<file path="src/rtl/operand_ram.sv">
/* Simple dual-port memory with registered read, data one cycle after the address
   No reset, contents are valid only after the sequencer has loaded them */
`timescale 1ns/1ps

module operand_ram #(
    parameter type payload_t = logic [63:0],
    parameter int  depth     = 8
) (
    input  logic                     aclk,
    input  logic                     we_i,
    input  logic [$clog2(depth)-1:0] waddr_i,
    input  payload_t                 wdata_i,
    input  logic [$clog2(depth)-1:0] raddr_i,
    output payload_t                 rdata_o
);

    payload_t mem [depth];   // Block RAM

    always_ff @(posedge aclk)
    begin
        if (we_i)
            mem[waddr_i] <= wdata_i;   // Write port from the sequencer
        rdata_o <= mem[raddr_i];       // Read port from the engine
    end

endmodule

</file>
<file path="config.mk">
export PLATFORM = sky130hd
export DESIGN_NAME = operand_ram
export DESIGN_NICKNAME = d
export VERILOG_FILES = /design/src/rtl/operand_ram.sv
export SDC_FILE = /design/constraint.sdc
export NUM_CORES = 1
export LEC_CHECK = 0
export BUFFER_PORTS_ARGS = -buffer_cell sky130_fd_sc_hd__buf_2
export CAP_MARGIN = 20
export CORE_MARGIN = 5
export CORE_UTILIZATION = 54
export CTS_CLUSTER_SIZE = 25
export DETAILED_ROUTE_END_ITERATION = 10
export HOLD_SLACK_MARGIN = 0.06
export PLACE_DENSITY = 0.75
export SLEW_MARGIN = 30
export SYNTH_ARGS = -nofsm -noshare
export SYNTH_HDL_FRONTEND = slang
export SYNTH_SLANG_ARGS = --single-unit
</file>
<file path="constraint.sdc">
create_clock -name aclk -period 5.3 [get_ports aclk]
set_clock_uncertainty 0.15 [all_clocks]
set_input_delay 0.53 -clock aclk [delete_from_list [all_inputs] [get_ports aclk]]
set_output_delay 0.53 -clock aclk [all_outputs]
set_load 0.03 [all_outputs]
</file>
==> flow_summary_export.csv <==
group,metric,value,unit
finish,drive_gt1_share,40.9,%
pwr,combPwrFrac,6.2,%
worst_setup_path,path_cells,"buf_2 -> nand2b_1 -> nor2_4 -> buf_4",
placement,dp_hpwl,21100,um
pwr,p_clk_share,38.8,%
grt,grt_pass1_vias,9507,
worst_setup_path,worst-path-buf-inv,2,
clock_tree,clk_path_buf_depth,3,
floorplanning,core,37600,sq um
timing,hold_violations,0,
clock_tree,clk_latency,0.57,ns
worst_hold_path,hold_depth,1,
grt,grt_overflow_total,0,
clock_tree,cts_tree,"done",
floorplanning,die_height,205,um
pwr,switching_share,20.6,%
clock_tree,holdBufCountCts,7,
worst_hold_path,min_from,"wdata_i[15]",
route,drt-total-wl,37800,um
timing,fin_crit,2.33,ns
synth,synth_fa_ha_area_share,0,%
worst_setup_path,cp.arrival,2.37,ns
placement,dp_slack,2.34,ns
timing,finalSetupViolCount,0,
pwr,pwr-share-seq,55.0,%
floorplanning,initial_core_util,54.7,%
route,dr.first_iter.drc_count,657,
synth,ys_ff_latch,576,
grt,grt_usage,18.7,%
floorplanning,rows,71,
timing,setup-tns-final,0,ns
timing,fmaxAchievable,429,MHz
clock_tree,htree_levels,2,
pwr,p_leak,0.00783,uW
finish,area_growth_syn_to_layout,15.6,%
synth,synth.area.mux_share,17.5,%
floorplanning,dieArea,42100,sq um
synth,ys_warn_count,0,
route,antenna_left,0,
timing,worst_pin_slew,0.869,ns
worst_hold_path,holdPathEnd,"mem[3][15]",
pwr,p_per_area,396,nW/um^2
synth,yosysSeqAreaShare,81.1,%
run,drv_cap,0,
finish,fillers,2494,
worst_setup_path,crit_type,"in -> reg",
worst_setup_path,startpoint_type,"input pin",
worst_setup_path,slowest_delay,0.75,ns
synth,synthSimpleGateAreaFrac,0.286,%
synth,syn_area_per_cell,25.2,sq um
pwr,ir_worst_vdd,255,uV
floorplanning,die_x,205,um
worst_setup_path,r2r-end,"rdata_o[49]",
floorplanning,pin_count,136,
pwr,switchingPower,1940,uW
placement,port_buffers,135,
clock_tree,cts-resized-gates,0,
timing,slew-limit-headroom,42.1,%
synth,synthXorXnorAreaFrac,0,%
pwr,power,9420,uW
clock_tree,cts.clk_slew.worst_paths,0.06,ns
timing,worst_slack,2.97,ns
synth,synth_cell_types,13,
clock_tree,cts-root-buf,"clkbuf_16",
synth,synth_compound_area_share,0,%
grt,antenna_found_initial,6,
worst_setup_path,r2r_slack,3.85,ns
clock_tree,numCtsBuffers,55,
synth,syn-instance-count,816,
synth,synth_top_family_by_area,"multiplexers",
worst_setup_path,cp_max_fo,46,
synth,synth_top_area_share,74.8,%
synth,syn_nets,888,
worst_setup_path,crit_required,5.33,ns
timing,final_min_period_over_clock_period,44.0,%
finish,mostFrequentLayoutCells,"edfxtp_1, buf_2, mux4_2",
synth,synth.largest_area_cell,"edfxtp_1",
worst_setup_path,critPathSlowestCell,"buf_4",
finish,final_common_cell,"edfxtp_1",
synth,synth_area_leaders,"edfxtp_1, mux4_2, dfxtp_1, mux2_2, buf_6",
route,drt-pass1-iter-count,5,
timing,maxSlewViolCount,0,
finish,finalNetCount,1072,
worst_setup_path,r2r-start,"mem[7][49]",
clock_tree,post_cts_buffers,0,
worst_setup_path,crit_family,"simple AND/OR/NAND/NOR gates",
outcome,status,"finished, final reports clean",
worst_setup_path,crit_path_end_kind,"flip-flop",
clock_tree,numClockSinks,576,
route,drcViolationCount,0,
route,post_drt_wl_per_cell,24.3,um
worst_hold_path,min_path_type,"in -> reg",
route,via_count,8818,
route,via_per_inst,5.66,
timing,rsz0062_at_grt,"no",
grt,grt_first_pass_wirelength,58800,um
worst_setup_path,r2r_cells,2,
synth,syn_area,20500,sq um
grt,grt_max_degree,79,
pwr,internal_power,7480,uW
placement,gp_congestion,0.702,
==> cells in the mapped netlist <==
library cell and count:
buf_1 9, nand2_1 2, nor3_1 2, nor2_1 6, buf_6 11, buf_4 3, mux4_2 128, dfxtp_1 64
nand2b_1 3, buf_2 3, clkbuf_1 9, edfxtp_1 512, mux2_2 64
==> power by group through the flow <==
stage | Sequential [uW] | Combinational [uW] | Clock, uW
floorplan | 5370 | 269 | 0
global placement | 5270 | 568 | 0
detailed placement | 5280 | 583 | 0
CTS | 5190 | 592 | 3720
global route | 5200 | 624 | 3950
finish | 5180 | 580 | 3650
==> flip-flops by register name (all words and copies together) (netlist names) <==
signal	cells
rdata_o	64
mem	512
==> through the flow <==
step                util (%)  cells  cell area (sq um)  hold WS [ns]
floorplan                  -    816              20600         0.479
global placement        58.2   1443              21900         0.514
detailed placement      58.5   1447              22000         0.517
CTS                     63.2   1556              23800        0.0603
global route            63.2   1556              23800        0.0690
finish                  63.2   1557              23800        0.0825
==> routing by layer <==
layer,part of all wire (%),up-vias,global-route usage (%),wire (um)
met5,0.13,-,0,51
met4,1.7,8,4.47,625
met3,6.2,57,4.37,2330
li1,-,3819,-,-
met1,42,4686,26.7,15800
met2,50,248,29.9,19000
==> final cells by class <==
cell class | instances | area [sq um] | area share [%]
clock buffer | 85 | 1600 | 6.74
antenna | 1 | 2.50 | 0.0105
multi-input combinational | 205 | 3730 | 15.7
sequential | 576 | 16700 | 70.1
timing repair buffer | 162 | 1030 | 4.32
clock inverter | 17 | 98.8 | 0.416
tap | 511 | 639 | 2.69
==> kinds of logic after synthesis <==
logic type / count (synthesis)
DFF: 576
muxes: 192
buffers and inverters: 35
and+or+nand+nor: 13
==> worst max path at each step <==
stage / endpoint / slack, ns / start / cells after the start
finish: mem[1][39] / 2.97 / waddr_i[2] / 4
global route: rdata_o[19] / 2.87 / raddr_i[0] / 4
CTS: mem[1][39] / 2.94 / waddr_i[2] / 4
detailed placement: mem[1][62] / 2.34 / waddr_i[2] / 4
global placement: rdata_o[40] / 2.36 / raddr_i[0] / 4
floorplan: mem[1][0] / 1.24 / waddr_i[2] / 2
No activity file was read; power rests on OpenSTA's default activity.
