==> config.mk <==
export PLATFORM = sky130hd
export DESIGN_NAME = mac_engine_flat
export DESIGN_NICKNAME = d
export VERILOG_FILES = /design/src/rtl/mm_pkg.sv /design/src/rtl/axis_stream_if.sv /design/src/rtl/mac_engine.sv /design/src/flat_wrapper.sv
export SDC_FILE = /design/constraint.sdc
export NUM_CORES = 2
export LEC_CHECK = 0
export BUFFER_PORTS_ARGS = -buffer_cell sky130_fd_sc_hd__buf_2
export CORE_MARGIN = 10
export CORE_UTILIZATION = 35
export DETAILED_ROUTE_END_ITERATION = 8
export GPL_ROUTABILITY_DRIVEN = 0
export PLACE_DENSITY = 0.46
export SLEW_MARGIN = 20
export SYNTH_ARGS = -nofsm -noshare
export SYNTH_HDL_FRONTEND = slang
export SYNTH_SLANG_ARGS = --single-unit
==> constraint.sdc <==
create_clock -name aclk -period 15.7 [get_ports aclk]
set_input_delay 0.785 -clock aclk [delete_from_list [all_inputs] [get_ports aclk]]
set_output_delay 0.785 -clock aclk [all_outputs]
set_load 0.01 [all_outputs]
==> src/rtl/mm_pkg.sv <==
/* Q8.8 definitions for C = A x W with A 8x4 and W 4x6
   Element k of a packed word sits at bits 16k upward */
package mm_pkg;

    localparam int elem_width = 16;               // Bits per element
    localparam int frac_width = 8;                // Fraction bits, also the result shift
    localparam int inner_dim  = 4;                // Elements per A row and W column
    localparam int a_rows     = 8;                // Rows of A and of C
    localparam int w_cols     = 6;                // Columns of W and of C
    localparam int prod_width = 2 * elem_width;   // Full signed product
    localparam int acc_width  = prod_width + 2;   // Headroom for four products

    typedef logic signed [elem_width-1:0]    elem_t;
    typedef logic [inner_dim*elem_width-1:0] operand_word_t;   // One A row or W column
    typedef logic [w_cols*elem_width-1:0]    result_word_t;    // One C row
    typedef logic signed [prod_width-1:0]    prod_t;
    typedef logic signed [acc_width-1:0]     acc_t;
    typedef logic [$clog2(a_rows)-1:0]       a_addr_t;
    typedef logic [$clog2(w_cols)-1:0]       w_addr_t;         // Also reaches w_cols in load

    // Saturation bounds of the result
    localparam elem_t elem_max = 16'sh7fff;
    localparam elem_t elem_min = 16'sh8000;

endpackage

==> src/rtl/axis_stream_if.sv <==
/* Ready/valid stream; a transfer needs tvalid and tready high on a rising aclk
   The source holds tdata and tlast from tvalid rise until the transfer */
`timescale 1ns/1ps

interface axis_stream_if #(
    parameter type payload_t = logic [63:0]
);

    payload_t tdata;    // Payload word
    logic     tvalid;   // Source has a word
    logic     tready;   // Sink takes it
    logic     tlast;    // End of packet

    modport source (
        output tdata,
        output tvalid,
        output tlast,
        input  tready
    );

    modport sink (
        input  tdata,
        input  tvalid,
        input  tlast,
        output tready
    );

endinterface

==> src/rtl/mac_engine.sv <==
/* Three cycles per C element (address, read, multiply-add), one row offered at a time
   A stalled row freezes the engine; done pulses after row 7 is taken */
`timescale 1ns/1ps

module mac_engine (
    input  logic                  aclk,
    input  logic                  aresetn,
    input  logic                  start_i,
    output logic                  done_o,
    output mm_pkg::a_addr_t       a_raddr_o,
    input  mm_pkg::operand_word_t a_rdata_i,
    output mm_pkg::w_addr_t       w_raddr_o,
    input  mm_pkg::operand_word_t w_rdata_i,
    axis_stream_if.source         c_out
);

    typedef enum logic [2:0] {st_idle, st_addr, st_read, st_mac, st_offer} state_t;

    state_t               state_q;
    mm_pkg::a_addr_t      row_q;                         // C row index
    mm_pkg::w_addr_t      col_q;                         // C column index
    mm_pkg::prod_t        prod_q [mm_pkg::inner_dim];    // Full products
    mm_pkg::result_word_t row_buf_q;                     // Row under assembly
    mm_pkg::acc_t         sum;
    mm_pkg::acc_t         scaled;
    mm_pkg::elem_t        sat;
    logic                 row_xfer;                      // Row taken by the FIFO

    assign a_raddr_o    = row_q;
    assign w_raddr_o    = col_q;
    assign c_out.tvalid = (state_q == st_offer);
    assign c_out.tdata  = row_buf_q;
    assign c_out.tlast  = (row_q == mm_pkg::a_rows - 1);   // Last row of the product
    assign row_xfer     = c_out.tvalid && c_out.tready;

    // Sum, floor shift, clamp
    always_comb
    begin
        sum = '0;
        for (int k = 0; k < mm_pkg::inner_dim; k++)
            sum = sum + mm_pkg::acc_t'(prod_q[k]);   // Sign extended
        scaled = sum >>> mm_pkg::frac_width;         // Arithmetic, rounds to floor
        if (scaled > mm_pkg::elem_max)
            sat = mm_pkg::elem_max;
        else if (scaled < mm_pkg::elem_min)
            sat = mm_pkg::elem_min;
        else
            sat = mm_pkg::elem_t'(scaled);
    end

    // Datapath
    always_ff @(posedge aclk)
    begin
        if (state_q == st_read)
        begin
            for (int k = 0; k < mm_pkg::inner_dim; k++)
                prod_q[k] <= $signed(a_rdata_i[k*mm_pkg::elem_width +: mm_pkg::elem_width])
                           * $signed(w_rdata_i[k*mm_pkg::elem_width +: mm_pkg::elem_width]);
        end
        if (state_q == st_mac)
            row_buf_q[col_q*mm_pkg::elem_width +: mm_pkg::elem_width] <= sat;
    end

    // Control
    always_ff @(posedge aclk)
    begin
        if (!aresetn)
        begin
            state_q <= st_idle;
            row_q   <= '0;
            col_q   <= '0;
            done_o  <= 1'b0;
        end
        else
        begin
            done_o <= row_xfer && c_out.tlast;
            case (state_q)
                st_idle:  if (start_i) state_q <= st_addr;
                st_addr:  state_q <= st_read;   // RAMs latch the addresses
                st_read:  state_q <= st_mac;
                st_mac:
                begin
                    if (col_q == mm_pkg::w_cols - 1)
                    begin
                        col_q   <= '0;
                        state_q <= st_offer;
                    end
                    else
                    begin
                        col_q   <= col_q + 1'b1;
                        state_q <= st_addr;
                    end
                end
                st_offer:
                begin
                    if (row_xfer)
                    begin
                        row_q   <= row_q + 1'b1;   // Wraps to 0 after row 7
                        state_q <= c_out.tlast ? st_idle : st_addr;
                    end
                end
                default: state_q <= st_idle;
            endcase
        end
    end

    // Offered row held under back-pressure
    c_row_held: assert property (@(posedge aclk) disable iff (!aresetn)
        c_out.tvalid && !c_out.tready |=> c_out.tvalid && $stable(c_out.tdata));

endmodule

==> src/flat_wrapper.sv <==
// flat-port wrapper written by rule: the top's interface ports become plain ports
module mac_engine_flat 
  (aclk, aresetn, start_i, done_o, a_raddr_o, a_rdata_i, w_raddr_o, w_rdata_i, c_out_tdata, c_out_tvalid, c_out_tlast, c_out_tready);
  axis_stream_if c_out_i ();
  input  logic aclk;
  input  logic aresetn;
  input  logic start_i;
  output logic done_o;
  output mm_pkg::a_addr_t a_raddr_o;
  input  mm_pkg::operand_word_t a_rdata_i;
  output mm_pkg::w_addr_t w_raddr_o;
  input  mm_pkg::operand_word_t w_rdata_i;
  output wire logic [$bits(c_out_i.tdata)-1:0] c_out_tdata;
  output wire logic [$bits(c_out_i.tvalid)-1:0] c_out_tvalid;
  output wire logic [$bits(c_out_i.tlast)-1:0] c_out_tlast;
  input wire logic [$bits(c_out_i.tready)-1:0] c_out_tready;
  assign c_out_tdata = c_out_i.tdata;
  assign c_out_tvalid = c_out_i.tvalid;
  assign c_out_tlast = c_out_i.tlast;
  assign c_out_i.tready = c_out_tready;
  mac_engine u_core (.aclk(aclk), .aresetn(aresetn), .start_i(start_i), .done_o(done_o), .a_raddr_o(a_raddr_o), .a_rdata_i(a_rdata_i), .w_raddr_o(w_raddr_o), .w_rdata_i(w_rdata_i), .c_out(c_out_i));
endmodule
==> results.cfg <==
[run_status]
status = completed

[floorplan]
dieArea_um2 = 157000
start_util_pct = 35.3
pin_count = 205
core_um2 = 140000
fp.dieW_um = 396
rows = 137
die_h_um = 396

[final_layout]
layout_commonest_cell = inv_1
fillers = 14400
ff_latch_area_um2 = 5970
final_nets = 6850
area_growth_pct = 7.15
final_cell_mix = inv_1, fa_1, nand2_1
multiInputGateArea_um2 = 37700
drive_above_1_share_pct = 5.18

[sta]
min_period_ns = 7.39
setup_tns_ns = 0
rsz0062_at_grt = false
holdWs_ns = 0.527
max_freq_ghz = 0.135
skew_ns = 0.0305
slew_headroom_pct = 27.0
slew_violations = 0
period_share_pct = 47.1
setup_violations = 0
tightest_slew_ns = 1.09
finalHoldViolations = 0

[placement]
io_buffers = 204
dpl.hpwl_um = 109000

[clocking]
cts.sinks = 202
ctsResizeCount = 0
cts_buffer_depth = 3
hold_buffers = 0
post_cts_buffers = 0
htree_levels = 1
cts_tree = built
clkSlewWorstSetupHoldPaths_ns = 0.06
root_buffer = clkbuf_16
insertion_delay_ns = 0.54
cts-buffers-inserted = 22

[global_routing]
grt_max_degree = 74
globalRouteTotalUtil_pct = 16.7
grt_util_met3_pct = 1.28
grt_overflow = 0
grt_pass1_vias = 37000
grt_pass1_wl_um = 209000
antenna_found_initial = 4
grt-busiest-layer = met2
grt_use_met2_pct = 29.6
use_met1_pct = 22.5

[synth]
synth_edf_count = 192
synth.yosys.warnings = 0
synth_cell_type_count = 73
syn_inst = 5154
avgSynthCellArea_um2 = 9.59
seq_area_frac_synth_pct = 12.1
ys_top_cells_by_area = fa_1, edfxtp_1, inv_1
synth_area_leader_cell = fa_1
async_reset_ff_share_pct = 0
synth_ff_type = edfxtp_1
synthesis.nets = 6765
synth_area_um2 = 49400
yosys.area.top_type_share_pct = 45.0
synth-seq-cells = 202

[worst_setup_path]
r2r_slack_ns = 10.08
required_ns = 16.03
critical_path_class = input pin to register
startpoint_type = input pin
cp.arrival_ns = 7.72
cp-end-kind = register
critPathSlowestCell = fa_1
path_max_fanout = 16
cp_cell_sequence = buf_2 > nand2_1 > fa_1 > inv_1 > fa_1 > inv_1 > fa_1 > fa_1 > inv_1 > fa_1 > inv_1 > fa_1 > inv_1 > ha_1 > nand2_1 > or2_2 > a211oi_1 > o211ai_1 > a21boi_0 > or3b_2 > a311oi_1 > and2_1 > o21ai_0 > a221oi_1
cp_common_cell = fa_1
slowest_delay_ns = 0.55

[route]
drtIter0Drc = 1634
viasPerCell = 4.65
drtPass1Iterations = 5
drcViolationCount = 0
wire_per_inst_um = 17.9
dr_total_vias = 33200
wl_um = 128000
drtAntennaViolNets = 0

[worst_hold_path]
holdCritPathClass = register to register

[flow_run]
cap_violations = 0
## per-layer routing
| layer | part of all wire, % | vias up |
|---|---|---|
| met1 | 45 | 17100 |
| met4 | 1.7 | 4 |
| met5 | 0.018 | - |
| met2 | 51 | 512 |
| met3 | 2.7 | 113 |
| li1 | - | 15400 |
## final cells by class
cell class              instances  area share [%]
multi-input cells            3413            71.1
flip-flops and latches        202            11.3
inverters                    1392            9.87
well taps                    1876            4.43
repair buffers                208            1.98
clock buffers                  26            1.07
clock inverters                13           0.241
diodes                          4          0.0189
## critical path: cells and delay by family
family	cells	cell delay [ns]
adders and majority gates	7	3.40
buffers and inverters	6	0.58
and+or+nand+nor	5	1.29
AOI/OAI and AO/OA	6	1.65
## synth_stat cells, drive strengths merged (5+ instances only)
master  instances
inv          1392
fa           1112
nand2         617
and2          434
ha            367
edfxtp        192
a21oi         159
clkbuf        138
xnor2         125
nor2          107
o21ai          64
nand2b         60
a21o           55
xor2           36
nand3          31
nor3           24
nor2b          22
and3           19
o21bai         17
a211oi         14
o21a           14
o221ai         14
dfxtp          10
buf             9
a31oi           8
nand4           8
a31o            7
or3             7
a21boi          6
a41oi           6
or2             6
a221o           5
o211ai          5
o22ai           5
## worst paths after layout
| path | cells after the start | start | to |
|---|---|---|---|
| max | 24 | a_rdata_i[10] | u_core.prod_q[0][29] |
| min | 1 | u_core.state_q[2] | u_core.state_q[1] |
| max reg2reg | 15 | u_core.prod_q[3][12] | u_core.row_buf_q[51] |
| min reg2reg | 1 | u_core.state_q[2] | u_core.state_q[1] |
## logic make-up (layout without fill, tap and decap cells)
group | count (synthesis) | after routing | synth area share (%)
AO/OA/AOI/OAI | 417 | 417 | 5.54
buffers and inverters | 1539 | 1639 | 11.7
flip-flops | 202 | 202 | 12.1
adder cells (fa/ha/maj) | 1479 | 1479 | 54.3
XOR/XNOR | 161 | 161 | 2.85
other | 0 | 4 | 0
AND/OR/NAND/NOR | 1354 | 1354 | 13.4
multiplexers | 2 | 2 | 0.0405
## state kept, by name, indices dropped and copies added (netlist names)
signal,count
u_core.prod_q,128
u_core.row_buf_q,64
u_core.a_raddr_o,3
u_core.state_q,3
u_core.w_raddr_o,3
u_core.done_o,1
## per-stage QoR
step / cell area (µm²) / worst slack, ns / cells / util (%)
6_report: 53000 / 8.31 / 7134 / 37.9
2_1_floorplan: 49400 / 8.57 / 5154 / -
3_5_place_dp: 52300 / 7.76 / 7091 / 37.4
3_3_place_gp: 52300 / 7.87 / 7091 / 37.4
5_1_grt: 53000 / 7.81 / 7131 / 37.9
4_1_cts: 53000 / 8.28 / 7130 / 37.9
Power is left out: the tool's default activity adds up to more than one toggle a clock period on the data nets, which glitch-free logic cannot reach.
