==> config.mk <==
export PLATFORM = sky130hd
export DESIGN_NAME = mm_sequencer_flat
export DESIGN_NICKNAME = d
export VERILOG_FILES = /design/src/rtl/mm_pkg.sv /design/src/rtl/axis_stream_if.sv /design/src/rtl/mm_sequencer.sv /design/src/flat_wrapper.sv
export SDC_FILE = /design/constraint.sdc
export NUM_CORES = 1
export LEC_CHECK = 0
export ABC_AREA = 0
export BUFFER_PORTS_ARGS = -buffer_cell sky130_fd_sc_hd__buf_2
export CORE_AREA = 2 2 109 111
export CTS_CLUSTER_SIZE = 16
export DETAILED_ROUTE_END_ITERATION = 7
export DIE_AREA = 0 0 111 113
export HOLD_SLACK_MARGIN = 0.15
export PLACE_DENSITY_LB_ADDON = 0.1
export REMOVE_ABC_BUFFERS = 1
export SLEW_MARGIN = 15
export SYNTH_ARGS = -nofsm -noshare
export SYNTH_HDL_FRONTEND = slang
export SYNTH_SLANG_ARGS = --single-unit
==> constraint.sdc <==
create_clock -name aclk -period 1.2 [get_ports aclk]
set_input_delay 0.36 -clock aclk [delete_from_list [all_inputs] [get_ports aclk]]
set_output_delay 0.36 -clock aclk [all_outputs]
set_load 0.01 [all_outputs]
==> src/rtl/mm_pkg.sv <==
/* Q8.8 definitions for C = A x W with A 8x4 and W 4x6
   Element k of a packed word sits at bits 16k upward */
package mm_pkg;

    localparam int elem_width = 16;               // Bits per element
    localparam int frac_width = 8;                // Fraction bits, also the result shift
    localparam int inner_dim  = 4;                // Elements per A row and W column
    localparam int a_rows     = 8;                // Rows of A and of C
    localparam int w_cols     = 6;                // Columns of W and of C
    localparam int prod_width = 2 * elem_width;   // Full signed product
    localparam int acc_width  = prod_width + 2;   // Headroom for four products

    typedef logic signed [elem_width-1:0]    elem_t;
    typedef logic [inner_dim*elem_width-1:0] operand_word_t;   // One A row or W column
    typedef logic [w_cols*elem_width-1:0]    result_word_t;    // One C row
    typedef logic signed [prod_width-1:0]    prod_t;
    typedef logic signed [acc_width-1:0]     acc_t;
    typedef logic [$clog2(a_rows)-1:0]       a_addr_t;
    typedef logic [$clog2(w_cols)-1:0]       w_addr_t;         // Also reaches w_cols in load

    // Saturation bounds of the result
    localparam elem_t elem_max = 16'sh7fff;
    localparam elem_t elem_min = 16'sh8000;

endpackage

==> src/rtl/axis_stream_if.sv <==
/* Ready/valid stream; a transfer needs tvalid and tready high on a rising aclk
   The source holds tdata and tlast from tvalid rise until the transfer */
`timescale 1ns/1ps

interface axis_stream_if #(
    parameter type payload_t = logic [63:0]
);

    payload_t tdata;    // Payload word
    logic     tvalid;   // Source has a word
    logic     tready;   // Sink takes it
    logic     tlast;    // End of packet

    modport source (
        output tdata,
        output tvalid,
        output tlast,
        input  tready
    );

    modport sink (
        input  tdata,
        input  tvalid,
        input  tlast,
        output tready
    );

endinterface

==> src/rtl/mm_sequencer.sv <==
/* Loads only once both FIFOs hold a full operand set, so a load never stalls
   Incoming tlast is ignored; words land in memory in arrival order */
`timescale 1ns/1ps

module mm_sequencer (
    input  logic                                aclk,
    input  logic                                aresetn,
    axis_stream_if.sink                         a_in,
    input  logic [$clog2(mm_pkg::a_rows+1)-1:0] a_count_i,
    axis_stream_if.sink                         w_in,
    input  logic [$clog2(mm_pkg::w_cols+1)-1:0] w_count_i,
    output logic                                a_we_o,
    output mm_pkg::a_addr_t                     a_waddr_o,
    output mm_pkg::operand_word_t               a_wdata_o,
    output logic                                w_we_o,
    output mm_pkg::w_addr_t                     w_waddr_o,
    output mm_pkg::operand_word_t               w_wdata_o,
    output logic                                start_o,
    input  logic                                done_i
);

    typedef enum logic [1:0] {st_idle, st_load, st_compute} state_t;

    state_t          state_q;
    mm_pkg::a_addr_t a_idx_q;          // A row being loaded
    mm_pkg::w_addr_t w_idx_q;          // W column being loaded, stops at w_cols
    logic            operands_ready;   // Full set waiting in both FIFOs
    logic            w_pending;        // W columns still to pop
    logic            load_last;        // Final load cycle

    assign operands_ready = (a_count_i >= mm_pkg::a_rows) && (w_count_i >= mm_pkg::w_cols);
    assign w_pending      = (w_idx_q < mm_pkg::w_cols);
    assign load_last      = (state_q == st_load) && (a_idx_q == mm_pkg::a_rows - 1);

    // Pop and write in the same cycle
    assign a_in.tready = (state_q == st_load);
    assign w_in.tready = (state_q == st_load) && w_pending;
    assign a_we_o      = a_in.tready;
    assign a_waddr_o   = a_idx_q;
    assign a_wdata_o   = a_in.tdata;
    assign w_we_o      = w_in.tready;
    assign w_waddr_o   = w_idx_q;
    assign w_wdata_o   = w_in.tdata;

    always_ff @(posedge aclk)
    begin
        if (!aresetn)
        begin
            state_q <= st_idle;
            a_idx_q <= '0;
            w_idx_q <= '0;
            start_o <= 1'b0;
        end
        else
        begin
            start_o <= load_last;   // Pulse right after the load
            case (state_q)
                st_idle:
                begin
                    if (operands_ready)
                        state_q <= st_load;
                end
                st_load:
                begin
                    a_idx_q <= a_idx_q + 1'b1;   // Wraps to 0 after row 7
                    if (w_pending)
                        w_idx_q <= w_idx_q + 1'b1;
                    if (load_last)
                    begin
                        state_q <= st_compute;
                        w_idx_q <= '0;
                    end
                end
                st_compute:
                begin
                    if (done_i)   // Back-to-back load if the next set is in
                        state_q <= operands_ready ? st_load : st_idle;
                end
                default: state_q <= st_idle;
            endcase
        end
    end

    // Counts seen in idle guarantee data behind every pop
    a_pop_has_data: assert property (@(posedge aclk) disable iff (!aresetn)
        a_in.tready |-> a_in.tvalid);

    w_pop_has_data: assert property (@(posedge aclk) disable iff (!aresetn)
        w_in.tready |-> w_in.tvalid);

endmodule

==> src/flat_wrapper.sv <==
// flat-port wrapper written by rule: the top's interface ports become plain ports
module mm_sequencer_flat 
  (aclk, aresetn, a_count_i, w_count_i, a_we_o, a_waddr_o, a_wdata_o, w_we_o, w_waddr_o, w_wdata_o, start_o, done_i, a_in_tdata, a_in_tvalid, a_in_tlast, a_in_tready, w_in_tdata, w_in_tvalid, w_in_tlast, w_in_tready);
  axis_stream_if a_in_i ();
  axis_stream_if w_in_i ();
  input  logic aclk;
  input  logic aresetn;
  input  logic [$clog2(mm_pkg::a_rows+1)-1:0] a_count_i;
  input  logic [$clog2(mm_pkg::w_cols+1)-1:0] w_count_i;
  output logic a_we_o;
  output mm_pkg::a_addr_t a_waddr_o;
  output mm_pkg::operand_word_t a_wdata_o;
  output logic w_we_o;
  output mm_pkg::w_addr_t w_waddr_o;
  output mm_pkg::operand_word_t w_wdata_o;
  output logic start_o;
  input  logic done_i;
  input wire logic [$bits(a_in_i.tdata)-1:0] a_in_tdata;
  input wire logic [$bits(a_in_i.tvalid)-1:0] a_in_tvalid;
  input wire logic [$bits(a_in_i.tlast)-1:0] a_in_tlast;
  output wire logic [$bits(a_in_i.tready)-1:0] a_in_tready;
  input wire logic [$bits(w_in_i.tdata)-1:0] w_in_tdata;
  input wire logic [$bits(w_in_i.tvalid)-1:0] w_in_tvalid;
  input wire logic [$bits(w_in_i.tlast)-1:0] w_in_tlast;
  output wire logic [$bits(w_in_i.tready)-1:0] w_in_tready;
  assign a_in_i.tdata = a_in_tdata;
  assign a_in_i.tvalid = a_in_tvalid;
  assign a_in_i.tlast = a_in_tlast;
  assign a_in_tready = a_in_i.tready;
  assign w_in_i.tdata = w_in_tdata;
  assign w_in_i.tvalid = w_in_tvalid;
  assign w_in_i.tlast = w_in_tlast;
  assign w_in_tready = w_in_i.tready;
  mm_sequencer u_core (.aclk(aclk), .aresetn(aresetn), .a_in(a_in_i), .a_count_i(a_count_i), .w_in(w_in_i), .w_count_i(w_count_i), .a_we_o(a_we_o), .a_waddr_o(a_waddr_o), .a_wdata_o(a_wdata_o), .w_we_o(w_we_o), .w_waddr_o(w_waddr_o), .w_wdata_o(w_wdata_o), .start_o(start_o), .done_i(done_i));
endmodule
==> results.yml, run 1 <==
setup_path:
  critPathLaunchType: "flip-flop"
  crit_fanout: 3
  endpoint_kind: "output pin"
  required_ns: 0.84
  worst_path_max_delay_cell: "dfxtp_2"
  cp.arrival_ns: 0.99
  worst-setup-path-type: "reg2out"
  path_cells: "nand2b_4, a21oi_2, buf_2"
  cp_slowest_stage_delay_ns: 0.31
  r2r_end: "u_core.w_waddr_o[0]"
  rrSetupSlack_ns: 0.02
  r2r-start: "u_core.a_waddr_o[0]"
  r2r_cells: 5
clock_network:
  ctsHoldBuffers: 0
  cts_buffers: 3
  cts_tree: "done"
  clockBufferDepth: 2
  htreeDepth: 1
  cts-root-buf: "clkbuf_16"
  clock_latency_ns: 0.24
  clk_pin_slew_worst_paths_ns: 0.04
  cts_sinks: 9
sta:
  setup_viol: 4
  worst_pin_slew_ns: 0.225
  fin_crit_sh_pct: 112
  whs_ns: 0.442
  slew_headroom_pct: 85.0
  rsz0062_at_grt: "true"
  fin_skew_ns: 0.00396
  finalHoldViolCount: 0
  timing.final.ws_setup_ns: -0.149
  drv_slew: 0
  max_freq_mhz: 741
  min_period_ns: 1.35
yosys:
  yosysTopAreaCellShare_pct: 68.5
  synth_area_leaders: "buf_4 (69%), dfxtp_1 (13%), ha_1 (2.6%)"
  synth_area_sq_mm: 0.00142
  yosysUniqueCellTypes: 21
  yosysTopAreaCell: "buf_4"
  synthCells: 175
  yosysWarnings: 0
  ys_ff_latch: 9
  avgSynthCellArea_sq_um: 8.14
  yosysSeqAreaShare_pct: 12.7
global_route:
  grt_pass1_vias: 766
  grt_pass1_wl_um: 13800
  grt_max_degree: 10
  grt_overflow: 0
  grt_antenna_before_repair: 0
  grt_usage_pct: 17.8
worst_hold_path:
  hp-class: "in2reg"
  hold_start: "aresetn"
  holdPathStages: 2
  hold_end: "u_core.w_waddr_o[0]"
placement:
  routabilityCongestion: 0.871
  io_buffers: 16
  place.detailed.hpwl_um: 10400
  post-place-cells: 214
die:
  std_cell_rows: 39
  die_h_um: 113
  die_w_um: 111
  die_area_sq_mm: 0.0125
  start_util_pct: 12.6
  io_pins: 281
  core_sq_mm: 0.0113
outcome:
  status: "finished with violations"
  violations: "setup timing"
detailed_routing:
  drt-pass1-iter-count: 4
  drc: 0
  wire_per_inst_um: 53.6
  ant_nets: 0
  num_vias: 767
  avgViaCountPerCell: 3.49
  drtIter0Drc: 24
  wl_um: 11800
flow_run:
  drv_cap: 0
final_layout:
  final_cells: 220
  fill_cells: 1289
  diodes: 0
  drive_gt1_share_pct: 63.6
  finalNetCount: 223
  area_growth_syn_to_layout_pct: -31.2
  fin_util_pct: 8.69
power_and_ir_drop:
  ir_drop_v: 0.000330
  power_density_mw_per_mm2: 1130
  leakagePower_uw: 0.000371
-- per-stage QoR --
stage | power [uW] | setup TNS, ns | worst slack [ns] | cell area (sq um)
floorplan | 379 | -0.429 | -0.114 | 437
global placement | 454 | -0.485 | -0.169 | 778
detailed placement | 455 | -0.607 | -0.202 | 778
CTS | 1110 | -0.509 | -0.150 | 918
global route | 1160 | -0.685 | -0.187 | 980
finish | 1100 | -0.479 | -0.149 | 980
-- power by group --
group	internal (uW)	switching [uW]	total [uW]
Clock	446	164	610
Combinational	92.0	75.2	167
Sequential	313	12.1	326
Total	851	251	1100
-- layout by cell type (no fill, tap or decap), types with 3 or more instances in the layout --
cell       netlist  layout
nand2_1          4       4
buf_4          130      10
buf_6            1       8
buf_2            0      11
dfxtp_2          0       8
clkbuf_16        0       3
-- critical path, delay by kind of cell (launching register included) --
kind / cells / cell delay, ns
flops: 1 / 0.31
simple gates: 1 / 0.16
buf+inv: 1 / 0.15
compound gates: 1 / 0.13
-- flip-flops by register name, indices dropped and copies added, names as in the netlist --
name / cells
u_core.a_waddr_o: 3
u_core.start_o: 1
u_core.w_waddr_o: 3
u_core.state_q: 2
-- layout make-up --
type,count,area [sq um],area share (%)
clock buffer,4,78.8,8.05
inverter,1,6.26,0.639
multi-input combinational,34,305,31.2
sequential,9,190,19.4
tap,143,179,18.3
timing repair buffer,29,220,22.5
-- how the worst max path moves through the flow --
stage | depth (start not counted) | endpoint | from | slack (ns)
3_5_place_dp | 5 | u_core.w_waddr_o[0] | u_core.a_waddr_o[0] | -0.20
4_1_cts | 3 | w_in_tready | u_core.state_q[1] | -0.15
2_1_floorplan | 5 | u_core.w_waddr_o[0] | u_core.a_waddr_o[0] | -0.11
3_3_place_gp | 5 | u_core.w_waddr_o[0] | u_core.a_waddr_o[0] | -0.17
6_report | 3 | w_we_o | u_core.state_q[1] | -0.15
5_1_grt | 3 | w_we_o | u_core.state_q[1] | -0.19
-- cell families (layout without fill, tap and decap cells) --
family | after synthesis | after routing | synth area share, %
and+or+nand+nor | 17 | 17 | 7.12
AOI/OAI and AO/OA | 13 | 13 | 7.38
buffers and inverters | 132 | 34 | 69.6
xor gates and xnor gates | 1 | 1 | 0.615
DFF | 9 | 9 | 12.7
adders and majority gates | 3 | 3 | 2.64
-- cells in the mapped netlist --
cell / count
and3_1: 1
nand2b_1: 2
buf_6: 1
nand2_1: 4
xnor2_1: 1
nand4b_1: 1
a21boi_0: 4
buf_4: 130
nor2b_1: 2
a21oi_1: 3
nor2_1: 2
dfxtp_1: 9
a2111oi_4: 1
nand3b_1: 2
and3b_1: 2
o21a_1: 2
o21ai_0: 2
a22oi_1: 1
ha_1: 3
inv_2: 1
and2_1: 1
-- timing repair --
action | CTS | global route
pin swaps | 2 | 6
resized for setup | 14 | 15
setup buffers | 2 | 0
setup endpoints to repair | 11 | 12
-- layer usage --
| metal | global-route usage (%) | share of wire [%] | vias up |
|---|---|---|---|
| met4 | 2.33 | 0.82 | 4 |
| met5 | 9.02 | 1.2 | - |
| met3 | 32.8 | 38 | 11 |
| li1 | - | - | 225 |
| met1 | 11.5 | 21 | 309 |
| met2 | 22.7 | 39 | 218 |
Power figures use the tool's default switching activity.
==> run 2, diff against run 1 <==
--- a/config.mk
+++ b/config.mk
@@ -12,7 +12,7 @@
 export DETAILED_ROUTE_END_ITERATION = 7
 export DIE_AREA = 0 0 111 113
 export HOLD_SLACK_MARGIN = 0.15
-export PLACE_DENSITY_LB_ADDON = 0.1
+export PLACE_DENSITY = 0.52
 export REMOVE_ABC_BUFFERS = 1
 export SLEW_MARGIN = 15
 export SYNTH_ARGS = -nofsm -noshare
==> run 2 against run 1 <==
Compared with the run above:
- maximum frequency rose by 1.3%
- largest power group unchanged
- the flow still finishes with violations (setup timing)
- design area fell by 5.0%
- count of clock-buffer cells in the layout did not move
- sequential power barely moved
- clock skew fell by 0.0028 ns
- core utilization fell by 0.43 points
- power fell by 4.2%
- combinational power fell by 14%
- highest routed layer is now met4
- register-to-register slack improved by 0.03 ns
- non-clock buffer count fell by 2
- critical path depth did not move
- critical path type unchanged
- sequential share of layout area rose by 1.2 points
==> results.yml, run 2 (synthesized netlist as in run 1, its figures left out) <==
global_route:
  grt_overflow: 0
  grt_antenna_before_repair: 0
  grt_pass1_wl_um: 13400
  grt_usage_pct: 17.5
  grt_pass1_vias: 710
  grt_max_degree: 10
setup_path:
  critPathLaunchType: "flip-flop"
  required_ns: 0.84
  crit_fanout: 5
  worst-setup-path-type: "reg2out"
  cp.arrival_ns: 0.97
  startpoint: "u_core.state_q[1]"
  cp-endpoint: "w_we_o"
  rrSetupSlack_ns: 0.05
  r2r_end: "u_core.state_q[0]"
  r2r-start: "u_core.a_waddr_o[1]"
  r2r_cells: 5
  endpoint_kind: "output pin"
clock_network:
  ctsHoldBuffers: 0
  htreeDepth: 1
  cts-root-buf: "clkbuf_16"
  clock_latency_ns: 0.24
  cts_sinks: 9
  cts_tree: "done"
  cts_buffers: 3
  clockBufferDepth: 2
  clk_pin_slew_worst_paths_ns: 0.04
final_layout:
  final_cell_mix: "buf_2 (13), buf_4 (10), dfxtp_2 (6)"
  drive_gt1_share_pct: 58.7
  seqCellArea_sq_um: 191
  area_growth_syn_to_layout_pct: -34.6
  multi_input_area_sq_um: 293
  diodes: 0
  fill_cells: 1292
  final_common_cell: "buf_2"
  finalNetCount: 221
sta:
  rsz0062_at_grt: "true"
  slew_headroom_pct: 84.7
  timing.final.ws_setup_ns: -0.131
  drv_slew: 0
  worst_pin_slew_ns: 0.229
  max_freq_mhz: 751
  fin_skew_ns: 0.00117
  fin_crit_sh_pct: 111
  min_period_ns: 1.33
  finalHoldViolCount: 0
  setup_viol: 4
power_and_ir_drop:
  seqPwrFrac_pct: 30.6
  p_sw_share_pct: 21.1
  finalPower_uw: 1060
  leakagePower_uw: 0.000353
  ir_drop_v: 0.000328
  clkPwrFrac_pct: 55.9
  power_density_mw_per_mm2: 1140
  p_int_uw: 834
  power_frac_comb_pct: 13.5
  p_sw_uw: 223
worst_hold_path:
  hp-class: "in2reg"
  hold_start: "aresetn"
outcome:
  status: "finished with violations"
  violations: "setup timing"
die:
  io_pins: 281
  die_area_sq_mm: 0.0125
  std_cell_rows: 39
  die_w_um: 111
  die_h_um: 113
  core_sq_mm: 0.0113
  start_util_pct: 12.6
placement:
  io_buffers: 16
  place_ws_ns: -0.138
  routabilityCongestion: 0.912
detailed_routing:
  drt-pass1-iter-count: 6
  drtIter0Drc: 47
  avgViaCountPerCell: 3.40
  wire_per_inst_um: 53.3
  drc: 0
  wl_um: 11600
  num_vias: 742
  ant_nets: 0
flow_run:
  drv_cap: 0
## run 2: final cells by class
| cell class | count | area share (%) |
|---|---|---|
| clock buffer | 4 | 8.47 |
| inverter | 1 | 0.403 |
| multi-input combinational | 34 | 31.5 |
| sequential | 9 | 20.6 |
| tap | 143 | 19.2 |
| timing repair buffer | 27 | 19.9 |
## run 2: routing by layer
metal | wire length (um) | vias up | part of all wire (%) | track usage, %
met5 | 0 | - | 0 | 3.14
met4 | 104 | 0 | 0.90 | 3.00
met3 | 4120 | 15 | 35 | 30.4
met2 | 4660 | 189 | 40 | 23.2
met1 | 2730 | 318 | 24 | 12.1
li1 | - | 220 | - | -
## run 2: what timing repair did
| item | CTS | global route |
|---|---|---|
| gates cloned | 0 | 0 |
| pin swaps | 0 | 4 |
| gates resized for setup | 13 | 10 |
| setup endpoints to repair | 10 | 11 |
| setup buffers | 1 | 2 |
## run 2: worst min path at each step
stage                     slack (ns)  depth (start not counted)                  end
final                           0.43                          2    u_core.state_q[0]
after global routing            0.44                          2    u_core.state_q[0]
after CTS                       0.43                          2    u_core.state_q[0]
after detailed placement        0.60                          2  u_core.w_waddr_o[1]
after global placement          0.58                          3  u_core.a_waddr_o[1]
after floorplan                 0.48                          1    u_core.state_q[0]
## run 2: power by group through the flow
stage / clock [uW] / sequential, uW / combinational [uW]
3_5_place_dp: 0 / 324 / 117
5_1_grt: 633 / 325 / 159
4_1_cts: 611 / 322 / 128
6_report: 590 / 324 / 143
3_3_place_gp: 0 / 323 / 118
2_1_floorplan: 0 / 331 / 48.6
## run 2: per-stage QoR
step                      std cells  TNS (ns)  utilization, %  cell area (sq um)  hold WS (ns)
final                           218    -0.446            8.26                931         0.428
after global routing            218    -0.677            8.26                931         0.435
after CTS                       216    -0.526            7.84                883         0.428
after detailed placement        211    -0.640            6.70                756         0.603
after global placement          211    -0.697            6.70                756         0.584
after floorplan                  44    -0.429               -                437         0.478
## run 2: worst max-delay path, stage by stage (launching register included)
cell,delay [ns]
dfxtp_2,0.31
nand2b_4,0.16
a21oi_2,0.12
buf_2,0.14
