===== src/rtl/axis_stream_if.sv =====
/* Ready/valid stream; a transfer needs tvalid and tready high on a rising aclk
   The source holds tdata and tlast from tvalid rise until the transfer */
`timescale 1ns/1ps

interface axis_stream_if #(
    parameter type payload_t = logic [63:0]
);

    payload_t tdata;    // Payload word
    logic     tvalid;   // Source has a word
    logic     tready;   // Sink takes it
    logic     tlast;    // End of packet

    modport source (
        output tdata,
        output tvalid,
        output tlast,
        input  tready
    );

    modport sink (
        input  tdata,
        input  tvalid,
        input  tlast,
        output tready
    );

endinterface


===== src/rtl/axis_fifo.sv =====
/* Synchronous FIFO, one cycle from write to read; depth need not be a power of two
   Input tready stays low in reset and rises the cycle after release */
`timescale 1ns/1ps

module axis_fifo #(
    parameter type payload_t = logic [63:0],
    parameter int  depth     = 8
) (
    input  logic                       aclk,
    input  logic                       aresetn,
    axis_stream_if.sink                s,
    axis_stream_if.source              m,
    output logic [$clog2(depth+1)-1:0] count_o
);

    localparam int ptr_width = $clog2(depth);

    payload_t                   data_mem [depth];   // Payload storage
    logic                       last_mem [depth];   // tlast travels with its word
    logic [ptr_width-1:0]       wr_ptr_q;
    logic [ptr_width-1:0]       rd_ptr_q;
    logic [$clog2(depth+1)-1:0] count_q;
    logic                       live_q;             // Out of reset
    logic                       push;
    logic                       pop;

    assign s.tready = live_q && (count_q != depth);   // Not full
    assign m.tvalid = (count_q != '0);                // Not empty
    assign m.tdata  = data_mem[rd_ptr_q];
    assign m.tlast  = last_mem[rd_ptr_q];
    assign push     = s.tvalid && s.tready;
    assign pop      = m.tvalid && m.tready;
    assign count_o  = count_q;

    always_ff @(posedge aclk)
    begin
        if (push)
        begin
            data_mem[wr_ptr_q] <= s.tdata;
            last_mem[wr_ptr_q] <= s.tlast;
        end
    end

    always_ff @(posedge aclk)
    begin
        if (!aresetn)
        begin
            wr_ptr_q <= '0;
            rd_ptr_q <= '0;
            count_q  <= '0;
            live_q   <= 1'b0;
        end
        else
        begin
            live_q <= 1'b1;
            if (push)
                wr_ptr_q <= (wr_ptr_q == ptr_width'(depth - 1)) ? '0 : wr_ptr_q + 1'b1;
            if (pop)
                rd_ptr_q <= (rd_ptr_q == ptr_width'(depth - 1)) ? '0 : rd_ptr_q + 1'b1;
            case ({push, pop})
                2'b10:   count_q <= count_q + 1'b1;
                2'b01:   count_q <= count_q - 1'b1;
                default: count_q <= count_q;       // Both or neither
            endcase
        end
    end

    // Fill level within the storage and pointers met when full
    count_in_range: assert property (@(posedge aclk) disable iff (!aresetn)
        (count_q <= depth) && ((count_q != depth) || (wr_ptr_q == rd_ptr_q)));

    // An empty count leaves no word behind the read pointer
    count_no_underflow: assert property (@(posedge aclk) disable iff (!aresetn)
        (count_q == '0) |-> (wr_ptr_q == rd_ptr_q));

endmodule


===== src/flat_wrapper.sv =====
// flat-port wrapper written by rule: the top's interface ports become plain ports
module axis_fifo_flat 
#(
    parameter type payload_t = logic [63:0],
    parameter int  depth     = 8
)
  (aclk, aresetn, count_o, s_tdata, s_tvalid, s_tlast, s_tready, m_tdata, m_tvalid, m_tlast, m_tready);
  axis_stream_if #(.payload_t(payload_t)) s_i ();
  axis_stream_if #(.payload_t(payload_t)) m_i ();
  input  logic aclk;
  input  logic aresetn;
  output logic [$clog2(depth+1)-1:0] count_o;
  input wire logic [$bits(s_i.tdata)-1:0] s_tdata;
  input wire logic [$bits(s_i.tvalid)-1:0] s_tvalid;
  input wire logic [$bits(s_i.tlast)-1:0] s_tlast;
  output wire logic [$bits(s_i.tready)-1:0] s_tready;
  output wire logic [$bits(m_i.tdata)-1:0] m_tdata;
  output wire logic [$bits(m_i.tvalid)-1:0] m_tvalid;
  output wire logic [$bits(m_i.tlast)-1:0] m_tlast;
  input wire logic [$bits(m_i.tready)-1:0] m_tready;
  assign s_i.tdata = s_tdata;
  assign s_i.tvalid = s_tvalid;
  assign s_i.tlast = s_tlast;
  assign s_tready = s_i.tready;
  assign m_tdata = m_i.tdata;
  assign m_tvalid = m_i.tvalid;
  assign m_tlast = m_i.tlast;
  assign m_i.tready = m_tready;
  axis_fifo #(.payload_t(payload_t), .depth(depth)) u_core (.aclk(aclk), .aresetn(aresetn), .s(s_i), .m(m_i), .count_o(count_o));
endmodule

===== config.mk =====
export PLATFORM = sky130hd
export DESIGN_NAME = axis_fifo_flat
export DESIGN_NICKNAME = d
export VERILOG_FILES = /design/src/rtl/axis_stream_if.sv /design/src/rtl/axis_fifo.sv /design/src/flat_wrapper.sv
export SDC_FILE = /design/constraint.sdc
export NUM_CORES = 1
export LEC_CHECK = 0
export BUFFER_PORTS_ARGS = -buffer_cell sky130_fd_sc_hd__buf_2
export CAP_MARGIN = 20
export CORE_ASPECT_RATIO = 0.7
export CORE_UTILIZATION = 60
export CTS_CLUSTER_SIZE = 10
export DETAILED_ROUTE_END_ITERATION = 7
export GPL_TIMING_DRIVEN = 0
export PLACE_DENSITY_LB_ADDON = 0.05
export REMOVE_ABC_BUFFERS = 1
export SYNTH_ARGS = -nofsm -noshare
export SYNTH_HDL_FRONTEND = slang
export SYNTH_SLANG_ARGS = --single-unit

===== constraint.sdc =====
create_clock -name aclk -period 11.3 [get_ports aclk]
set_input_delay 1.13 -clock aclk [delete_from_list [all_inputs] [get_ports aclk]]
set_output_delay 1.13 -clock aclk [all_outputs]
set_load 0.005 [all_outputs]

==> metrics.cfg, run 1 <==
[global_routing]
grt_pass1_wl_um=57700
antenna_found_initial=3
grt_overflow=0
grt_max_degree=63
grt_pass1_vias=9677
grt_usage=0.230

[clock_network]
cts-root-buf=clkbuf_16
cts_buffers=59
clkSlewWorstSetupHoldPaths_ps=60
clkLatencyLatePin_ps=590
post_cts_buffers=0
clock-sinks=534
cts_resized=0
htreeDepth=2
holdBufCountCts=0
cts_tree=yes
clockBufferDepth=3

[pwr]
swShare=0.227
switching_power_uw=1060
intPower_uw=3610
p_comb_frac=0.170
p_per_area_mw_per_mm2=198
p_seq_frac=0.485
clkPwrFrac=0.345
peakVddDrop_v=0.000146
p_leak_uw=0.00760

[synth]
synth_edf_count=520
syn_area_per_cell_um2=24.3
ys_warn_count=0
synth.distinct_cells=32
ys_seq_elements=534
syn_area_mm2=0.0202
async_reset_ff_frac=0
seq_area_frac_synth=0.787
synth_cells=832
synth_ff_type=edfxtp_1

[final_layout]
final_cell_mix=edfxtp_1 (520), buf_2 (139), mux4_2 (130)
area_delta_synth_final_pct=16.9
final_cells=1493
num-fill-cells=1834
layout_commonest_cell=edfxtp_1
final_nets=1126
final_layout_size_suffix_gt1_frac=0.437

[timing]
worstMarginPinSlew_ps=893
relSlewSlack=0.403
min_period_ps=3950
finalHoldViolations=0
min_period_over_period=0.350
max_freq_mhz=253
fin_skew_ps=21.1
slew_violations=0
rsz0062_at_grt=false
tns_ps=0
setup_violations=0

[critical_path]
startpoint_type=register
arrival_ps=2820
end_kind=output port
cp.required_ps=10170
crit_type=register to output port
path_max_fanout=38

[floorplanning]
dieArea_mm2=0.0344
fp-row-count=55
io_pins=140
start_util=0.617
coreArea_mm2=0.0328
die_y_um=156
die_w_um=221

[place]
dp_hpwl_um=24300
gp_congestion=0.726
dp.cells=1416
place.port_buffers=139

[routing]
wire_per_inst_um=25.8
drt_iter0_drc=599
drt_first_pass_iters=4
via_per_inst=6.05
wl_um=38500
vias=9035
drc=0
postRouteAntennaNets=0

[hold_path]
min_path_type=register to register

[job]
maxCapViolCount=0

[outcome]
status=finished clean

-- path summary, 6_finish.rpt --
| path | startpoint | end | slack, ps | cells past startpoint |
|---|---|---|---|---|
| setup / recovery | register | m_tdata[12] | 7350 | 5 |
| setup reg to reg | u_core.count_o[1] | u_core.data_mem[1][46] | 8340 | 7 |
| hold / removal | u_core.rd_ptr_q[1] | register | 500 | 2 |
| hold reg to reg | u_core.rd_ptr_q[1] | register | 500 | 2 |
-- registers in the layout, indices dropped and copies added (netlist names), named ones only --
name,cells
u_core.count_o,4
u_core.data_mem,512
u_core.last_mem,8
u_core.live_q,1
u_core.rd_ptr_q,3
u_core.wr_ptr_q,3
-- area by class of cell --
cell class | count | area, um2 | area share
Sequential cell | 534 | 15900 | 0.673
Multi-Input combinational cell | 258 | 4120 | 0.174
Antenna cell | 3 | 7.51 | 0.000318
Clock buffer | 70 | 1520 | 0.0643
Tap cell | 427 | 534 | 0.0226
Timing Repair Buffer | 196 | 1490 | 0.0632
Clock inverter | 4 | 35.0 | 0.00148
Inverter | 1 | 3.75 | 0.000159
-- power groups by stage --
stage / sequential [uW] / clock [uW] / combinational, uW
finish: 2260 / 1610 / 794
global route: 2270 / 1710 / 855
CTS: 2270 / 1640 / 810
detailed placement: 2310 / 0 / 804
global placement: 2430 / 0 / 760
floorplan: 2390 / 0 / 542
-- critical path: stages, from the launching register on --
cell,delay (ps)
dfxtp_4,610
buf_16,300
buf_16,300
mux4_2,560
mux2_2,280
buf_2,140
-- metal layers --
metal	GRT usage	share of wire
met5	0	0
met4	0.0693	0.023
met3	0.0456	0.054
met2	0.423	0.55
met1	0.279	0.38
-- Yosys cell counts (5+ instances only) --
cell	count	share of area
mux4_2	130	0.14
buf_2	5	0.0012
buf_1	9	0.0017
edfxtp_1	520	0.77
buf_6	11	0.0061
dfxtp_1	14	0.014
nor2_1	5	0.00093
nand2_1	9	0.0017
mux2_2	65	0.036
nand3_1	7	0.0017
o21ai_0	5	0.0012
clkbuf_1	14	0.0026
ha_1	7	0.0043
-- metrics by stage --
step	utilization	setup slack, ps	area (um2)	power (uW)	hold slack, ps
final	0.721	7350	23600	4670	497
after global routing	0.721	7170	23600	4830	537
after CTS	0.721	7250	23600	4710	496
after detailed placement	0.673	7760	22100	3110	486
after global placement	0.647	-3790	21200	3190	458
after floorplan	-	3020	20000	2930	451
-- logic make-up (layout without fill, tap and decap cells) --
group / Yosys count / in the layout / share of synthesized area
mux: 197 / 197 / 0.182
buf+inv: 40 / 271 / 0.0118
flops: 534 / 534 / 0.787
xor+xnor: 3 / 3 / 0.00130
compound gates: 12 / 12 / 0.00378
other cells: 0 / 3 / 0
simple gates: 39 / 39 / 0.0100
fa+ha+maj: 7 / 7 / 0.00433
(Power assumes the default switching activity.)
==> run 2: changes to the inputs <==
--- a/config.mk
+++ b/config.mk
@@ -5,6 +5,7 @@
 export SDC_FILE = /design/constraint.sdc
 export NUM_CORES = 1
 export LEC_CHECK = 0
+export ABC_AREA = 1
 export BUFFER_PORTS_ARGS = -buffer_cell sky130_fd_sc_hd__buf_2
 export CAP_MARGIN = 20
 export CORE_ASPECT_RATIO = 0.7
==> constraint.sdc (replaced) <==
create_clock -name aclk -period 4.15 [get_ports aclk]
set_input_delay 0.415 -clock aclk [delete_from_list [all_inputs] [get_ports aclk]]
set_output_delay 0.415 -clock aclk [all_outputs]
set_load 0.005 [all_outputs]
==> run 2 against run 1 <==
  * Critical path depth increased by 3
  * Cell area up 3.0%
  * Global-route usage up 2.3 points
  * Register-to-register slack got worse by 7200 ps
  * Clock skew down 9.1 ps
  * Die area up 3.5%
  * Via count grew 40%
  * Setup slack worse by 6600 ps
  * First-iteration DRC count rose by 82%
  * Non-clock buffer count is 18 higher
  * Synthesized cell count is 87% higher
  * Largest power group unchanged
==> metrics.cfg, run 2 <==
[critical_path]
worst-r2r-cell-count=7  ; unchanged
slowest_stage=dfxtp_4
rrSetupSlack_ps=1170  ; -7170 ps
arrival_ps=2940  ; +120 ps
worstReg2RegStart=u_core.count_o[0]
crit_type=register to output port
end_kind=output port
path_max_fanout=116  ; +210%
startpoint_type=register
rr_endpoint=u_core.data_mem[3][36]
cp.required_ps=3730  ; -6440 ps
crit_path_cell_trace=buf_16 -> inv_8 -> buf_16 -> o21ai_0 -> o21ai_1 -> nand2_1 -> nand2_1 -> buf_2
max_stage_delay_ps=510  ; -100 ps

[final_layout]
register_area_mm2=0.0159  ; unchanged
layout_commonest_cell=edfxtp_1
largest_register_ffs=512  ; unchanged
final_layout_size_suffix_gt1_frac=0.165  ; -0.272
final_cell_mix=edfxtp_1 (520), nor2_1 (270), nand2_1 (209)
final_cells=2217  ; +48%
utilization=0.717  ; -0.00359
regMostFlops=u_core.data_mem
multi_input_area_mm2=0.00447  ; +8.4%
num-fill-cells=2275  ; +24%
final_nets=1811  ; +61%
area_delta_synth_final_pct=16.3

[clock_network]
clockBufferDepth=3  ; unchanged
cts_resized=0  ; unchanged
clock-sinks=534  ; unchanged
htreeDepth=2  ; unchanged
cts_tree=yes
clkLatencyLatePin_ps=580  ; about the same
clkSlewWorstSetupHoldPaths_ps=50  ; about the same
holdBufCountCts=0  ; unchanged
cts_buffers=59  ; unchanged
cts-root-buf=clkbuf_16
post_cts_buffers=0  ; unchanged

[global_routing]
grt_use_met3=0.0533  ; +0.00769
grt_usage=0.253  ; +0.0231
grt_pass1_wl_um=67900  ; +18%
grt_pass1_vias=12100  ; +25%
grt_overflow=0  ; unchanged
grtUsageMet1=0.346  ; +0.0669
met2_usage=0.413  ; -0.0103
top_usage_layer=met2
grt_max_degree=117  ; +86%
antenna_found_initial=9  ; +6

[place]
place.port_buffers=139  ; unchanged
dp_hpwl_um=26700  ; +9.8%
dp.cells=2138  ; +51%
gp_congestion=0.756  ; +4.1%

[routing]
via_per_inst=5.71  ; -5.7%
postRouteAntennaNets=0  ; unchanged
wl_um=44700  ; +16%
drt_first_pass_iters=5  ; +1
drt_iter0_drc=1089  ; +82%
wire_per_inst_um=20.2  ; -22%
drc=0  ; unchanged
vias=12700  ; +40%

[pwr]
peakVddDrop_v=0.000463  ; +220%
p_comb_frac=0.258  ; +0.088
p_per_area_mw_per_mm2=600  ; +200%
swShare=0.305  ; +0.0780
p_seq_frac=0.436  ; -0.049
intPower_uw=10100  ; +180%
p_leak_uw=0.00856  ; +13%
power.total_uw=14600  ; +210%
clkPwrFrac=0.306  ; -0.039
switching_power_uw=4450  ; +320%

[timing]
max_freq_mhz=298
worstMarginPinSlew_ps=951  ; +58.2 ps
tns_ps=0  ; unchanged
slew_violations=0  ; unchanged
rsz0062_at_grt=false
relSlewSlack=0.362  ; -0.0409
holdWs_ps=65.9  ; -431 ps
min_period_ps=3350
setup_violations=0  ; unchanged
min_period_over_period=0.808
fin_skew_ps=12.1  ; -9.09 ps
finalHoldViolations=0  ; unchanged

[hold_path]
min_to=u_core.live_q
holdCritStartpoint=aresetn
min_delay_path_depth=1  ; -1
min_path_type=input port to register

[synth]
ys_seq_elements=534  ; unchanged
synth_top_area_share=0.746  ; -0.0263
synth_area_leaders=edfxtp_1 (75%), nor2_1 (4.8%), o21ai_0 (4.2%)
syn_area_mm2=0.0209  ; +3.5%
syn_area_per_cell_um2=13.5  ; -45%
synth_edf_count=520  ; unchanged
seq_area_frac_synth=0.760  ; -0.0268
synth.distinct_cells=24  ; -25%
async_reset_ff_frac=0  ; unchanged
ys_top_cells_by_count=edfxtp_1 (520), nor2_1 (270), nand2_1 (209), o21ai_0 (177), o21ai_1 (92)
synth_most_common_cell=edfxtp_1
ys_warn_count=0  ; unchanged
synth_cells=1554  ; +87%
synth.largest_area_cell=edfxtp_1
synth_ff_type=edfxtp_1

[floorplanning]
start_util=0.617  ; about the same
fp-row-count=56  ; +1.8%
dieArea_mm2=0.0356  ; +3.5%
die_w_um=225  ; +1.7%
io_pins=140  ; unchanged
coreArea_mm2=0.0339  ; +3.5%
die_y_um=158  ; +1.7%

[job]
maxCapViolCount=0  ; unchanged

[outcome]
status=finished clean

## run 2: final cells by class
class	count	share of cell area
Clock inverter	1	0.000360
Multi-Input combinational cell	910	0.184
Timing Repair Buffer	214	0.0704
Clock buffer	73	0.0646
Tap cell	464	0.0239
Sequential cell	534	0.654
Inverter	16	0.00288
Antenna cell	5	0.000514
## run 2: power by group through the flow
stage / clock, uW / combinational (uW) / sequential, uW
2_1_floorplan: 0 / 2170 / 6690
4_1_cts: 4530 / 3800 / 6360
5_1_grt: 4750 / 4200 / 6390
6_report: 4460 / 3770 / 6370
3_3_place_gp: 0 / 2980 / 6890
3_5_place_dp: 0 / 3780 / 6470
## run 2: logic make-up (layout without fill, tap and decap cells)
| logic type | count (synthesis) | after routing | share of synthesized area |
|---|---|---|---|
| AOI/OAI and AO/OA | 342 | 342 | 0.0859 |
| xor gates and xnor gates | 2 | 2 | 0.000837 |
| adders and majority gates | 7 | 7 | 0.00419 |
| buffers and inverters | 110 | 304 | 0.0285 |
| DFF | 534 | 534 | 0.760 |
| muxes | 65 | 65 | 0.0311 |
| other | 0 | 5 | 0 |
| and+or+nand+nor | 494 | 494 | 0.0896 |
## run 2: worst max-delay path by stage
stage | start | end | slack [ps] | cells after the start
6_report | register | m_tdata[1] | 800 | 8
3_3_place_gp | register | m_tdata[1] | -11050 | 6
4_1_cts | register | m_tdata[13] | 720 | 8
3_5_place_dp | u_core.count_o[0] | u_core.data_mem[4][53] | 1210 | 7
5_1_grt | register | m_tdata[26] | 550 | 8
2_1_floorplan | register | m_tdata[0] | -4280 | 5
## run 2: per-layer routing
metal | share of wire | vias up
met3 | 0.063 | 81
met5 | 0.00085 | -
met2 | 0.48 | 368
li1 | - | 5992
met1 | 0.44 | 6211
met4 | 0.021 | 6
## run 2: critical path: cells and delay by family, from the launching register on
family / cells / cell delay [ps]
buffers and inverters: 4 / 1250
DFF: 1 / 510
AOI/OAI and AO/OA: 2 / 320
and+or+nand+nor: 2 / 190
## run 2: per-stage QoR
step	cell area (um2)	setup slack [ps]
6_report	24300	796
3_3_place_gp	21700	-11050
5_1_grt	24300	550
3_5_place_dp	22700	1210
4_1_cts	24300	717
2_1_floorplan	20400	-4280
==> run 3: changes to the inputs <==
--- a/config.mk
+++ b/config.mk
@@ -9,7 +9,7 @@
 export BUFFER_PORTS_ARGS = -buffer_cell sky130_fd_sc_hd__buf_2
 export CAP_MARGIN = 20
 export CORE_ASPECT_RATIO = 0.7
-export CORE_UTILIZATION = 60
+export CORE_UTILIZATION = 54
 export CTS_CLUSTER_SIZE = 10
 export DETAILED_ROUTE_END_ITERATION = 7
 export GPL_TIMING_DRIVEN = 0
==> constraint.sdc (replaced) <==
create_clock -name aclk -period 3.02 [get_ports aclk]
set_input_delay 0.302 -clock aclk [delete_from_list [all_inputs] [get_ports aclk]]
set_output_delay 0.302 -clock aclk [all_outputs]
set_load 0.005 [all_outputs]
==> run 3 against run 2 <==
  * Count of clock-buffer cells in the layout down 4
  * Clock power rose by 37%
  * Worst hold slack worse by 31 ps
  * Global-route usage decreased by 1.4 points
  * Clock skew decreased by 0.76 ps
  * Non-clock buffer count is 79 higher
  * Critical path depth did not move
  * Via count rose by 0.96%
  * Sequential cell count is the same
  * Setup slack worse by 770 ps
  * Cell area rose by 3.8%
  * Register-to-register slack got worse by 1100 ps
  * Critical path type is now register to register
  * Highest routed layer unchanged
==> metrics.cfg, run 3 (same netlist as run 2, synthesis figures left out) <==
[outcome]
status=finished clean

[final_layout]
regMostFlops=u_core.data_mem
area_delta_synth_final_pct=20.7
num-fill-cells=2675  ; +18%
stdcell_area_mm2=0.0252  ; +3.8%
final_nets=1890  ; +4.4%
layout_commonest_cell=edfxtp_1
final_layout_size_suffix_gt1_frac=0.166  ; +0.00115
largest_register_ffs=512  ; unchanged
final_cells=2317  ; +4.5%
final_cell_mix=edfxtp_1 (520), nor2_1 (270), nand2_1 (209)

[clock_network]
clkSlewWorstSetupHoldPaths_ps=60  ; about the same
cts-root-buf=clkbuf_16
clock-sinks=534  ; unchanged
clockBufferDepth=3  ; unchanged
clkLatencyLatePin_ps=590  ; about the same
htreeDepth=2  ; unchanged
cts_buffers=59  ; unchanged
cts_tree=yes

[global_routing]
grt_usage=0.240  ; -0.0139
grt_pass1_vias=12600  ; +4.2%
grt_overflow=0  ; unchanged
grt_pass1_wl_um=72700  ; +7.1%
antenna_found_initial=3  ; -6
grt_max_degree=80  ; -32%

[floorplanning]
coreArea_mm2=0.0376  ; +11%
io_pins=140  ; unchanged
die_w_um=237  ; +5.4%
dieArea_mm2=0.0395  ; +11%
fp-row-count=59  ; +5.4%
start_util=0.556  ; -0.0612
die_y_um=167  ; +5.3%

[timing]
min_period_over_period=0.992
worstMarginPinSlew_ps=873  ; -77.8 ps
relSlewSlack=0.415  ; +0.0521
finalHoldViolations=0  ; unchanged
rsz0062_at_grt=true
fin_skew_ps=11.3  ; -0.763 ps
max_freq_mhz=334
setup_violations=0  ; unchanged
tns_ps=0  ; unchanged
min_period_ps=3000
holdWs_ps=35.3  ; -30.7 ps
slew_violations=0  ; unchanged

[routing]
drt_iter0_drc=908  ; -17%
wl_um=47200  ; +5.4%
postRouteAntennaNets=0  ; unchanged
drt_first_pass_iters=5  ; unchanged
wire_per_inst_um=20.4  ; +0.87%
vias=12800  ; +0.96%
via_per_inst=5.52  ; -3.4%
drc=0  ; unchanged

[critical_path]
arrival_ps=3280  ; +340 ps
crit_path_cell_trace=nor2_1 -> nand3_1 -> nand3_1 -> nor3_2 -> buf_6 -> buf_6 -> buf_8 -> buf_6
crit_type=register to register
path_buf_inv=4  ; unchanged
end_kind=register
slowest_stage=nor3_2
path_max_fanout=15  ; -87%
crit_top_cell=buf_6
cp.required_ps=3310  ; -420 ps
cpLargestDelayFamily=simple AND/OR/NAND/NOR gates
max_stage_delay_ps=790  ; +280 ps
startpoint_type=register

[pwr]
p_leak_uw=0.00898  ; +4.8%
p_per_area_mw_per_mm2=811  ; +35%
p_seq_frac=0.421  ; -0.015
intPower_uw=14100  ; +39%
power.total_uw=20500  ; +40%
peakVddDrop_v=0.000477  ; +2.9%
p_comb_frac=0.280  ; +0.022
switching_power_uw=6340  ; +42%
swShare=0.310  ; +0.00476
clkPwrFrac=0.299  ; -0.007

[place]
gp_congestion=0.763  ; +0.97%
dpl_cell_area_mm2=0.0228  ; +0.13%
dp_hpwl_um=26200  ; -1.9%
place.port_buffers=139  ; unchanged
dp.cells=2162  ; +1.1%

[job]
maxCapViolCount=0  ; unchanged

[hold_path]
min_path_type=input port to register

## run 3: cell types whose count changed in the layout (fill, tap and decap cells not counted), sizes merged
cell and delta:
inv +1, clkinv +2, bufbuf +2, clkbuf -3
diode -2, dlygate4sd3 +65, buf +11
## run 3: metrics by stage
| stage | worst slack, ps | util |
|---|---|---|
| after detailed placement | -192 | 0.605 |
| after floorplan | -5290 | - |
| final | 24.4 | 0.671 |
| after CTS | 24.7 | 0.668 |
| after global placement | -12530 | 0.576 |
| after global routing | -219 | 0.671 |
## run 3: path summary, 6_finish.rpt
path / startpoint / endpoint / slack, ps / cells past startpoint
max: u_core.count_o[0] / u_core.data_mem[1][11] / 20 / 8
min: s_tdata[32] / u_core.data_mem[2][32] / 40 / 1
max reg2reg: u_core.count_o[0] / u_core.data_mem[1][11] / 20 / 8
min reg2reg: u_core.rd_ptr_q[1] / register / 500 / 2
## run 3: power by group through the flow
stage | clock [uW] | sequential [uW] | combinational [uW]
4_1_cts | 6240 | 8640 | 5670
5_1_grt | 6520 | 8640 | 6390
6_report | 6130 | 8610 | 5730
2_1_floorplan | 0 | 9150 | 2830
3_5_place_dp | 0 | 8890 | 5230
3_3_place_gp | 0 | 9290 | 3400
## run 3: routing by layer
layer / wire (um) / part of all wire / global-route usage / vias to the layer above
met5: 11 / 0.00023 / 0 / -
met4: 780 / 0.017 / 0.0564 / 2
met3: 2490 / 0.053 / 0.0421 / 74
met2: 23000 / 0.49 / 0.395 / 331
met1: 20900 / 0.44 / 0.335 / 6208
li1: - / - / - / 6164
## run 3: layout make-up
class | count | area, um2 | area share
Clock inverter | 4 | 33.8 | 0.00134
Sequential cell | 534 | 15900 | 0.630
Clock buffer | 69 | 1540 | 0.0608
Antenna cell | 3 | 7.51 | 0.000297
Inverter | 16 | 78.8 | 0.00312
Multi-Input combinational cell | 910 | 4480 | 0.177
Timing Repair Buffer | 293 | 2600 | 0.103
Tap cell | 488 | 611 | 0.0242
## run 3: repair_timing
action                                 in CTS  in global routing
endpoints found under the hold margin     511                  0
cloned                                      3                  1
resized for setup                           4                  1
hold buffers                               65                  0
buffers inserted                            3                  7
setup endpoints to repair                  81                 88
